### src/logic/ads_pkg.sv
//==================================================
// ADS1115 controller shared definitions
// Bus timing, device address, register layouts
// and the command, request and result structs
//==================================================
`default_nettype none

package ads_pkg;

	//==================================================
	// Bus timing
	//==================================================
	localparam int SYS_CLK_HZ = 125_000_000;
	localparam int I2C_BPS = 1_000_000;
	// Each SCL bit is split into five equal steps
	localparam int PHASE_CYCLES = SYS_CLK_HZ / I2C_BPS / 5;

	// ADDR pin tied to ground
	localparam logic [6:0] DEV_ADDR = 7'b1001000;

	//==================================================
	// Register types
	//==================================================
	typedef logic [15:0] ads_word_t;
	typedef logic [7:0] i2c_byte_t;

	// Pointer byte low bits select one of four registers
	typedef enum logic [1:0] {
		conv = 2'd0,
		cfg = 2'd1,
		lo_thr = 2'd2,
		hi_thr = 2'd3
	} ads_ptr_e;

	// Config register, MSB first as on the wire
	typedef struct packed {
		logic os;
		logic [2:0] mux;
		logic [2:0] pga;
		logic mode;
		logic [2:0] dr;
		logic comp_mode;
		logic comp_pol;
		logic comp_lat;
		logic [1:0] comp_que;
	} ads_config_t;

	// Device power-up values
	localparam ads_word_t CONFIG_RESET = 16'h8583;
	localparam ads_word_t LO_THR_RESET = 16'h8000;
	localparam ads_word_t HI_THR_RESET = 16'h7FFF;

	// Host command, rw is 1 for a read
	typedef struct packed {
		logic rw;
		ads_ptr_e ptr;
		logic ptr_only;
		ads_word_t wdata;
	} ads_cmd_t;

	typedef struct packed {
		ads_word_t conv;
		ads_config_t cfg;
		ads_word_t lo_thr;
		ads_word_t hi_thr;
	} ads_regs_t;

	//==================================================
	// Byte engine request
	//==================================================
	typedef enum logic [2:0] {
		start,
		write,
		read_ack,
		read_nack,
		stop
	} byte_op_e;

	typedef struct packed {
		byte_op_e op;
		i2c_byte_t tx;
	} byte_req_t;

endpackage

`default_nettype wire

### src/logic/ads111x_ctrl.sv
//==================================================
// ADS1115 I2C master controller top
// Sequencer, byte engine and register mirror
//==================================================
`timescale 1ns/100ps
`default_nettype none

module ads111x_ctrl (
	input wire sys_clk,
	input wire sys_nrst,
	input wire start,
	input wire ads_pkg::ads_cmd_t cmd,
	input wire sda_in,
	output logic ready,
	output logic done,
	output logic nack_err,
	output ads_pkg::ads_regs_t regs,
	output logic scl,
	output logic sda_oe
);

	// Sequencer to byte engine
	logic byte_valid;
	ads_pkg::byte_req_t byte_req;
	logic byte_busy;
	logic byte_done;
	ads_pkg::i2c_byte_t rx_byte;
	logic ack_seen;

	// Sequencer to mirror
	logic rd_valid;
	ads_pkg::ads_word_t rd_word;
	ads_pkg::ads_ptr_e rd_ptr;

	ads_txn_fsm u_fsm (
		.sys_clk (sys_clk),
		.sys_nrst (sys_nrst),
		.start (start),
		.cmd (cmd),
		.byte_busy (byte_busy),
		.byte_done (byte_done),
		.rx_byte (rx_byte),
		.ack_seen (ack_seen),
		.ready (ready),
		.done (done),
		.nack_err (nack_err),
		.byte_valid (byte_valid),
		.byte_req (byte_req),
		.rd_valid (rd_valid),
		.rd_word (rd_word),
		.rd_ptr (rd_ptr)
	);

	i2c_byte_engine u_engine (
		.sys_clk (sys_clk),
		.sys_nrst (sys_nrst),
		.byte_valid (byte_valid),
		.byte_req (byte_req),
		.sda_in (sda_in),
		.byte_busy (byte_busy),
		.byte_done (byte_done),
		.rx_byte (rx_byte),
		.ack_seen (ack_seen),
		.scl (scl),
		.sda_out_en (sda_oe)
	);

	ads_reg_mirror u_mirror (
		.sys_clk (sys_clk),
		.sys_nrst (sys_nrst),
		.rd_valid (rd_valid),
		.rd_word (rd_word),
		.rd_ptr (rd_ptr),
		.regs (regs)
	);

endmodule

`default_nettype wire

### src/logic/ads_reg_mirror.sv
//==================================================
// ADS1115 register mirror
// Host copies of the four device registers
//==================================================
`timescale 1ns/100ps
`default_nettype none

module ads_reg_mirror (
	input wire sys_clk,
	input wire sys_nrst,
	input wire rd_valid,
	input wire ads_pkg::ads_word_t rd_word,
	input wire ads_pkg::ads_ptr_e rd_ptr,
	output ads_pkg::ads_regs_t regs
);

	// Starts from the device power-up contents
	always_ff @(posedge sys_clk or negedge sys_nrst) begin
		if (!sys_nrst) begin
			regs.conv <= '0;
			regs.cfg <= ads_pkg::ads_config_t'(ads_pkg::CONFIG_RESET);
			regs.lo_thr <= ads_pkg::LO_THR_RESET;
			regs.hi_thr <= ads_pkg::HI_THR_RESET;
		end else if (rd_valid) begin
			case (rd_ptr)
				ads_pkg::conv: regs.conv <= rd_word;
				ads_pkg::cfg: regs.cfg <= ads_pkg::ads_config_t'(rd_word);
				ads_pkg::lo_thr: regs.lo_thr <= rd_word;
				ads_pkg::hi_thr: regs.hi_thr <= rd_word;
				default: ;
			endcase
		end
	end

endmodule

`default_nettype wire

### src/logic/ads_txn_fsm.sv
//==================================================
// ADS1115 transaction sequencer
// Turns one host command into byte engine steps
//==================================================
`timescale 1ns/100ps
`default_nettype none

module ads_txn_fsm (
	input wire sys_clk,
	input wire sys_nrst,
	input wire start,
	input wire ads_pkg::ads_cmd_t cmd,
	input wire byte_busy,
	input wire byte_done,
	input wire ads_pkg::i2c_byte_t rx_byte,
	input wire ack_seen,
	output logic ready,
	output logic done,
	output logic nack_err,
	output logic byte_valid,
	output ads_pkg::byte_req_t byte_req,
	output logic rd_valid,
	output ads_pkg::ads_word_t rd_word,
	output ads_pkg::ads_ptr_e rd_ptr
);

	typedef enum logic [3:0] {
		st_idle, st_start, st_addr, st_ptr, st_data_hi,
		st_data_lo, st_rd_hi, st_rd_lo, st_stop, st_done
	} txn_state_e;

	txn_state_e state;
	txn_state_e nxt_state;
	ads_pkg::ads_cmd_t cmd_q;
	ads_pkg::byte_req_t nxt_req;
	logic accept;
	logic miss_ack;
	logic err_q;

	assign accept = start && ready;
	assign miss_ack = !ack_seen && (state == st_addr || state == st_ptr ||
		state == st_data_hi || state == st_data_lo);
	// Mirror sees the read word one cycle ahead of done
	assign rd_valid = (state == st_stop) && byte_done && cmd_q.rw && !err_q;

	//==================================================
	// Next operation after the one in flight
	//==================================================
	always_comb begin
		nxt_state = st_stop;
		nxt_req.op = ads_pkg::stop;
		nxt_req.tx = '0;
		if (!miss_ack) begin
			case (state)
				st_start: begin
					nxt_state = st_addr;
					nxt_req.op = ads_pkg::write;
					nxt_req.tx = {ads_pkg::DEV_ADDR, cmd_q.rw};
				end
				st_addr: begin
					if (cmd_q.rw) begin
						nxt_state = st_rd_hi;
						nxt_req.op = ads_pkg::read_ack;
					end else begin
						nxt_state = st_ptr;
						nxt_req.op = ads_pkg::write;
						nxt_req.tx = {6'b000000, cmd_q.ptr};
					end
				end
				st_ptr: begin
					if (!cmd_q.ptr_only) begin
						nxt_state = st_data_hi;
						nxt_req.op = ads_pkg::write;
						nxt_req.tx = cmd_q.wdata[15:8];
					end
				end
				st_data_hi: begin
					nxt_state = st_data_lo;
					nxt_req.op = ads_pkg::write;
					nxt_req.tx = cmd_q.wdata[7:0];
				end
				// Last byte is not acknowledged
				st_rd_hi: begin
					nxt_state = st_rd_lo;
					nxt_req.op = ads_pkg::read_nack;
				end
				default: ;
			endcase
		end
	end

	always_ff @(posedge sys_clk or negedge sys_nrst) begin
		if (!sys_nrst) begin
			state <= st_idle;
			ready <= 1'b1;
			done <= 1'b0;
			nack_err <= 1'b0;
			err_q <= 1'b0;
			byte_valid <= 1'b0;
			rd_ptr <= ads_pkg::conv;
		end else begin
			done <= 1'b0;
			if (byte_valid && !byte_busy)
				byte_valid <= 1'b0;
			case (state)
				st_idle: if (accept) begin
					state <= st_start;
					ready <= 1'b0;
					err_q <= 1'b0;
					byte_valid <= 1'b1;
				end
				st_stop: if (byte_done) begin
					state <= st_done;
					done <= 1'b1;
					nack_err <= err_q;
				end
				st_done: begin
					state <= st_idle;
					ready <= 1'b1;
				end
				default: if (byte_done) begin
					state <= nxt_state;
					byte_valid <= 1'b1;
					if (miss_ack)
						err_q <= 1'b1;
					// Device pointer moves once the pointer byte is acked
					if (state == st_ptr && !miss_ack)
						rd_ptr <= cmd_q.ptr;
				end
			endcase
		end
	end

	always_ff @(posedge sys_clk) begin
		if (accept) begin
			cmd_q <= cmd;
			byte_req.op <= ads_pkg::start;
			byte_req.tx <= '0;
		end else if (byte_done) begin
			byte_req <= nxt_req;
		end
		if (byte_done && (state == st_rd_hi || state == st_rd_lo))
			rd_word <= {rd_word[7:0], rx_byte};
	end

endmodule

`default_nettype wire

### src/logic/i2c_byte_engine.sv
//==================================================
// I2C bit timing and byte shifter
// Runs START, STOP and 9-bit byte slots with ack
//==================================================
`timescale 1ns/100ps
`default_nettype none

module i2c_byte_engine (
	input wire sys_clk,
	input wire sys_nrst,
	input wire byte_valid,
	input wire ads_pkg::byte_req_t byte_req,
	input wire sda_in,
	output logic byte_busy,
	output logic byte_done,
	output ads_pkg::i2c_byte_t rx_byte,
	output logic ack_seen,
	output logic scl,
	output logic sda_out_en
);

	logic [$clog2(ads_pkg::PHASE_CYCLES)-1:0] tick_cnt;
	logic [2:0] step;
	logic [3:0] bit_cnt;
	ads_pkg::byte_op_e op_q;
	ads_pkg::i2c_byte_t shreg;
	logic tick_end;
	logic last_bit;
	logic byte_op;

	// Line levels on entry to a step, returned as {scl, sda pull-down}
	function automatic logic [1:0] line_state(ads_pkg::byte_op_e op, logic [2:0] stp,
		logic ack_bit, logic data_bit, logic cur_oe);
		logic scl_v;
		logic oe_v;
		scl_v = (stp == 3'd1) || (stp == 3'd2);
		oe_v = cur_oe;
		case (op)
			// SDA falls while SCL is high, then SCL drops
			ads_pkg::start: begin
				scl_v = (stp != 3'd4);
				oe_v = (stp != 3'd0);
			end
			// SDA rises while SCL is high
			ads_pkg::stop: begin
				scl_v = (stp != 3'd0);
				oe_v = (stp != 3'd4);
			end
			ads_pkg::write: if (stp == 3'd0) oe_v = !ack_bit && !data_bit;
			ads_pkg::read_ack: if (stp == 3'd0) oe_v = ack_bit;
			default: if (stp == 3'd0) oe_v = 1'b0;
		endcase
		return {scl_v, oe_v};
	endfunction

	assign tick_end = (tick_cnt == $bits(tick_cnt)'(ads_pkg::PHASE_CYCLES - 1));
	assign byte_op = (op_q != ads_pkg::start) && (op_q != ads_pkg::stop);
	// START and STOP are a single slot, bytes have nine
	assign last_bit = byte_op ? (bit_cnt == 4'd8) : (bit_cnt == 4'd0);
	assign rx_byte = shreg;

	//==================================================
	// Phase timer and line control
	//==================================================
	always_ff @(posedge sys_clk or negedge sys_nrst) begin
		if (!sys_nrst) begin
			byte_busy <= 1'b0;
			byte_done <= 1'b0;
			tick_cnt <= '0;
			step <= 3'd0;
			bit_cnt <= 4'd0;
			op_q <= ads_pkg::stop;
			scl <= 1'b1;
			sda_out_en <= 1'b0;
		end else begin
			byte_done <= 1'b0;
			if (!byte_busy) begin
				if (byte_valid) begin
					byte_busy <= 1'b1;
					op_q <= byte_req.op;
					tick_cnt <= '0;
					step <= 3'd0;
					bit_cnt <= 4'd0;
					{scl, sda_out_en} <= line_state(byte_req.op, 3'd0, 1'b0,
						byte_req.tx[7], sda_out_en);
				end
			end else if (!tick_end) begin
				tick_cnt <= tick_cnt + 1'b1;
			end else begin
				tick_cnt <= '0;
				if (step != 3'd4) begin
					step <= step + 3'd1;
					{scl, sda_out_en} <= line_state(op_q, step + 3'd1, bit_cnt == 4'd8,
						shreg[7], sda_out_en);
				end else if (last_bit) begin
					byte_busy <= 1'b0;
					byte_done <= 1'b1;
				end else begin
					step <= 3'd0;
					bit_cnt <= bit_cnt + 4'd1;
					// Shifter already holds the next bit in its MSB
					{scl, sda_out_en} <= line_state(op_q, 3'd0, bit_cnt == 4'd7,
						shreg[7], sda_out_en);
				end
			end
		end
	end

	// Sample in the middle of SCL high, end of step 1
	always_ff @(posedge sys_clk) begin
		if (!byte_busy && byte_valid) begin
			shreg <= byte_req.tx;
		end else if (byte_busy && byte_op && tick_end && step == 3'd1) begin
			if (bit_cnt == 4'd8)
				ack_seen <= !sda_in;
			else
				shreg <= {shreg[6:0], sda_in};
		end
	end

endmodule

`default_nettype wire

### config.mk
export PLATFORM = sky130hd
export DESIGN_NAME = ads111x_ctrl
export DESIGN_NICKNAME = d
export VERILOG_FILES = /design/src/logic/ads_pkg.sv /design/src/logic/ads111x_ctrl.sv /design/src/logic/ads_reg_mirror.sv /design/src/logic/ads_txn_fsm.sv /design/src/logic/i2c_byte_engine.sv
export SDC_FILE = /design/constraint.sdc
export NUM_CORES = 1
export LEC_CHECK = 0
export ABC_AREA = 1
export BUFFER_PORTS_ARGS = -buffer_cell sky130_fd_sc_hd__clkbuf_2
export CORE_ASPECT_RATIO = 0.5
export CORE_MARGIN = 4
export CORE_UTILIZATION = 63
export CTS_BUF_LIST = sky130_fd_sc_hd__clkbuf_4 sky130_fd_sc_hd__clkbuf_8
export CTS_CLUSTER_SIZE = 40
export DETAILED_ROUTE_END_ITERATION = 7
export GPL_TIMING_DRIVEN = 0
export PLACE_DENSITY_LB_ADDON = 0.12
export REMOVE_ABC_BUFFERS = 1
export SLEW_MARGIN = 40
export SYNTH_ARGS = -nofsm -noshare
export SYNTH_HDL_FRONTEND = slang
export SYNTH_SLANG_ARGS = --single-unit
### constraint.sdc
create_clock -name sys_clk -period 4.8 [get_ports sys_clk]
set_input_delay 0.24 -clock sys_clk [delete_from_list [all_inputs] [get_ports sys_clk]]
set_output_delay 0.24 -clock sys_clk [all_outputs]
set_load 0.005 [all_outputs]
==> flow_metrics.tcl <==
set metrics [dict create \
    combPwrFrac_pct 2.2 \
    holdPathEnd "u_engine.ack_seen$_DFFE_PP_" \
    crit_type "reg -> reg" \
    worst-slew-pin-transition_ns 0.778 \
    core-area_mm2 0.00960 \
    grt_pass1_wl_um 22800 \
    grt_max_degree 60 \
    grt_overflow_total 0 \
    dieArea_mm2 0.0118 \
    seqPwrFrac_pct 55.9 \
    synth_top_area_cell "dfrtp_1" \
    synth_area_per_cell_um2 9.50 \
    start_util_pct 65.7 \
    status "complete, no violations" \
    skew_ns 0.0138 \
    antenna_left 0 \
    synth_top_flop_cell "dfrtp_1" \
    antenna_found_initial 0 \
    cts.sinks 150 \
    clock_path_buffers 2 \
    slew_headroom_pct 48.0 \
    htreeDepth 4 \
    hp-class "in -> reg" \
    setup_slack_ns 2.53 \
    synth_warnings 0 \
    fin_crit_ns 2.27 \
    timing.rr.end "u_engine.rx_byte[3]$_DFFE_PP_" \
    synth.top_cell.area_share_pct 27.4 \
    seqCellArea_mm2 0.00396 \
    place_area_mm2 0.00693 \
    design_area_mm2 0.00755 \
    power.leakage_nw 3.68 \
    cts_tree "done" \
    netlist_area_mm2 0.00631 \
    cp.arrival_ns 2.35 \
    p_int_mw 1.85 \
    powerDensity_mw_per_mm2 315 \
    netlist_top_cells_area "dfrtp_1 27%, edfxtp_1 21%, nand2_1 13%, dfstp_2 10%, inv_1 3.9%" \
    critPathLaunchType "flip-flop" \
    crit_buf_inv 1 \
    reg2regPathDepth 3 \
    slowest_stage "dfrtp_1" \
    cts_buffers 17 \
    drt-total-wl_um 13500 \
    cap_violations 0 \
    port_buffers 92 \
    drt_drc_violations_left 0 \
    setup_viol 0 \
    clk_pin_slew_ns 0.08 \
    cts.root.buffer_cell "clkbuf_8" \
    hp-start "sda_in" \
    drive_gt1_share_pct 21.0 \
    cp.required_ns 4.88 \
    period_share_pct 47.3 \
    multi_input_area_mm2 0.00204 \
    cp_top_family "flip-flops" \
    power_mw 2.37 \
    synth-edff-count 45 \
    grt_pass1_vias 4725 \
    irDropWorstVdd_v 0.000226 \
    ys_ff_latch 150 \
    num_antenna_cells 0 \
    timing.setup.tns_ns 0 \
    regToRegStartpoint "u_engine.byte_busy$_DFF_PN0_" \
    synthCells 664 \
    dpl.hpwl_um 9040 \
    final_hold_viol_count 0 \
    power.switching_mw 0.523 \
    min_path_cells 2 \
    cp_cell_sequence "nor2_2 > clkinv_1 > o21ai_1" \
    timing.fmax_mhz 440 \
    num_rows 25 \
    nFillCells 661 \
    switching_share_pct 22.0 \
    clkPwrFrac_pct 41.9 \
    fin_nets 815 \
    rsz0062_at_grt "false" \
    synth_cell_types 34 \
    detailedPlace.worstSlack_ns 2.21 \
    gp_congestion 0.883 \
    wl_per_cell_um 14.6 \
    die_height_um 78.8 \
    rrSetupSlack_ns 2.53 \
    async_flop_share_pct 62.7 \
    yosysSeqAreaShare_pct 62.7 \
    crit_path_end_kind "flip-flop" \
    clkLatencyLatePin_ns 0.45 \
    post_cts_resized 0 \
    cp_max_fo 16 \
    utilization_pct 78.6 \
    dr_total_vias 4981 \
    drv_slew 0 \
    dr.pass1.iters 5 \
    die_w_um 150 \
    grt_usage_pct 24.8 \
    cpPeakStageDelay_ns 0.54 \
    viasPerCell 5.36 \
    syn2layout_area_growth_pct 19.7 \
    ios 93 \
    drt_iter0_markers 500 \
]
[worst max path at each step]
stage / slack [ns] / endpoint / cells past startpoint / start
3_5_place_dp: 2.21 / u_engine.rx_byte[3]$_DFFE_PP_ / 3 / u_engine.byte_busy$_DFF_PN0_
6_report: 2.53 / u_engine.rx_byte[3]$_DFFE_PP_ / 3 / u_engine.byte_busy$_DFF_PN0_
5_1_grt: 2.33 / u_engine.rx_byte[2]$_DFFE_PP_ / 3 / u_engine.byte_busy$_DFF_PN0_
4_1_cts: 2.22 / u_engine.rx_byte[5]$_DFFE_PP_ / 3 / u_engine.byte_busy$_DFF_PN0_
3_3_place_gp: 1.74 / u_fsm.rd_word[8]$_DFFE_PP_ / 2 / u_engine.byte_done$_DFF_PN0_
2_1_floorplan: 2.53 / u_fsm.rd_word[0]$_DFFE_PP_ / 2 / u_engine.byte_done$_DFF_PN0_
[kinds of logic (layout without fill, tap and decap cells)]
kind of cell	after synthesis	after routing	synth area share, %
adders and majority gates	9	9	1.79
buffers and inverters	84	215	5.37
AOI/OAI and AO/OA	102	102	8.35
and+or+nand+nor	315	315	21.2
xor gates and xnor gates	4	4	0.555
DFF	150	150	62.7
[through the flow]
step / std cells / hold WS, ns
2_1_floorplan: 647 / -0.0556
3_3_place_gp: 874 / 0.417
3_5_place_dp: 877 / 0.172
4_1_cts: 930 / 0.0392
5_1_grt: 930 / 0.0450
6_report: 930 / 0.0606
[placed cells by master (no fill, tap or decap), drive strengths merged, types with 2 or more instances in the layout]
cell type and n:
buf 3, bufinv 2, nor3 9, nor2 32, o22ai 3, inv 72
nand4 4, a21oi 17, dfxtp 11, clkinv 5, nand2 224, edfxtp 45
xor2 3, o21ai 78, clkbuf 112, nand3 46, dfstp 25, ha 9
dlygate4sd3 21, dfrtp 69
[area by class of cell]
cell class | count | area share (%)
tap | 135 | 2.24
sequential | 150 | 52.4
clock buffer | 20 | 3.56
inverter | 67 | 3.33
multi-input combinational | 430 | 27.1
clock inverter | 12 | 1.86
timing repair buffer | 116 | 9.56
[registers in the layout (all words and copies together), names as in the netlist]
name                 flops
u_engine.ack_seen        1
u_engine.bit_cnt         4
u_engine.byte_busy       1
u_engine.byte_done       1
u_engine.op_q            3
u_engine.rx_byte         8
u_engine.scl             1
u_engine.sda_out_en      1
u_engine.step            3
u_engine.tick_cnt        5
u_fsm.byte_req          11
u_fsm.byte_valid         1
u_fsm.cmd_q             20
u_fsm.done               1
u_fsm.err_q              1
u_fsm.nack_err           1
u_fsm.rd_ptr             2
u_fsm.rd_word           16
u_fsm.ready              1
u_fsm.state              4
u_mirror.regs           64
[synthesized netlist by cell type, drive strengths merged (3+ instances only)]
master    n
nand2   224
o21ai    78
dfrtp    69
inv      66
nand3    46
edfxtp   45
nor2     32
dfstp    25
a21oi    17
dfxtp    11
clkbuf    9
ha        9
nor3      9
buf       8
nand4     4
o22ai     3
xor2      3
[power by group through the flow]
| stage | clock network (mW) | registers (mW) | logic (mW) |
|---|---|---|---|
| finish | 0.996 | 1.33 | 0.0514 |
| global route | 1.07 | 1.33 | 0.0585 |
| CTS | 1.01 | 1.33 | 0.0516 |
| detailed placement | 0 | 1.35 | 0.0383 |
| global placement | 0 | 1.35 | 0.0340 |
| floorplan | 0 | 1.35 | 0.00778 |
[repair_timing]
| item | in CTS | in global routing |
|---|---|---|
| hold buffers | 21 | 0 |
| endpoints found under the hold margin | 55 | 0 |
| buffers inserted | 0 | 0 |
[layer usage]
layer | vias to the layer above | track usage (%) | share of wire [%]
met1 | 2345 | 35.1 | 46
met5 | - | 0 | 0
li1 | 2403 | - | -
met2 | 203 | 38.2 | 45
met3 | 30 | 5.53 | 7.8
met4 | 0 | 9.50 | 1.9
Power figures use the tool's default switching activity.
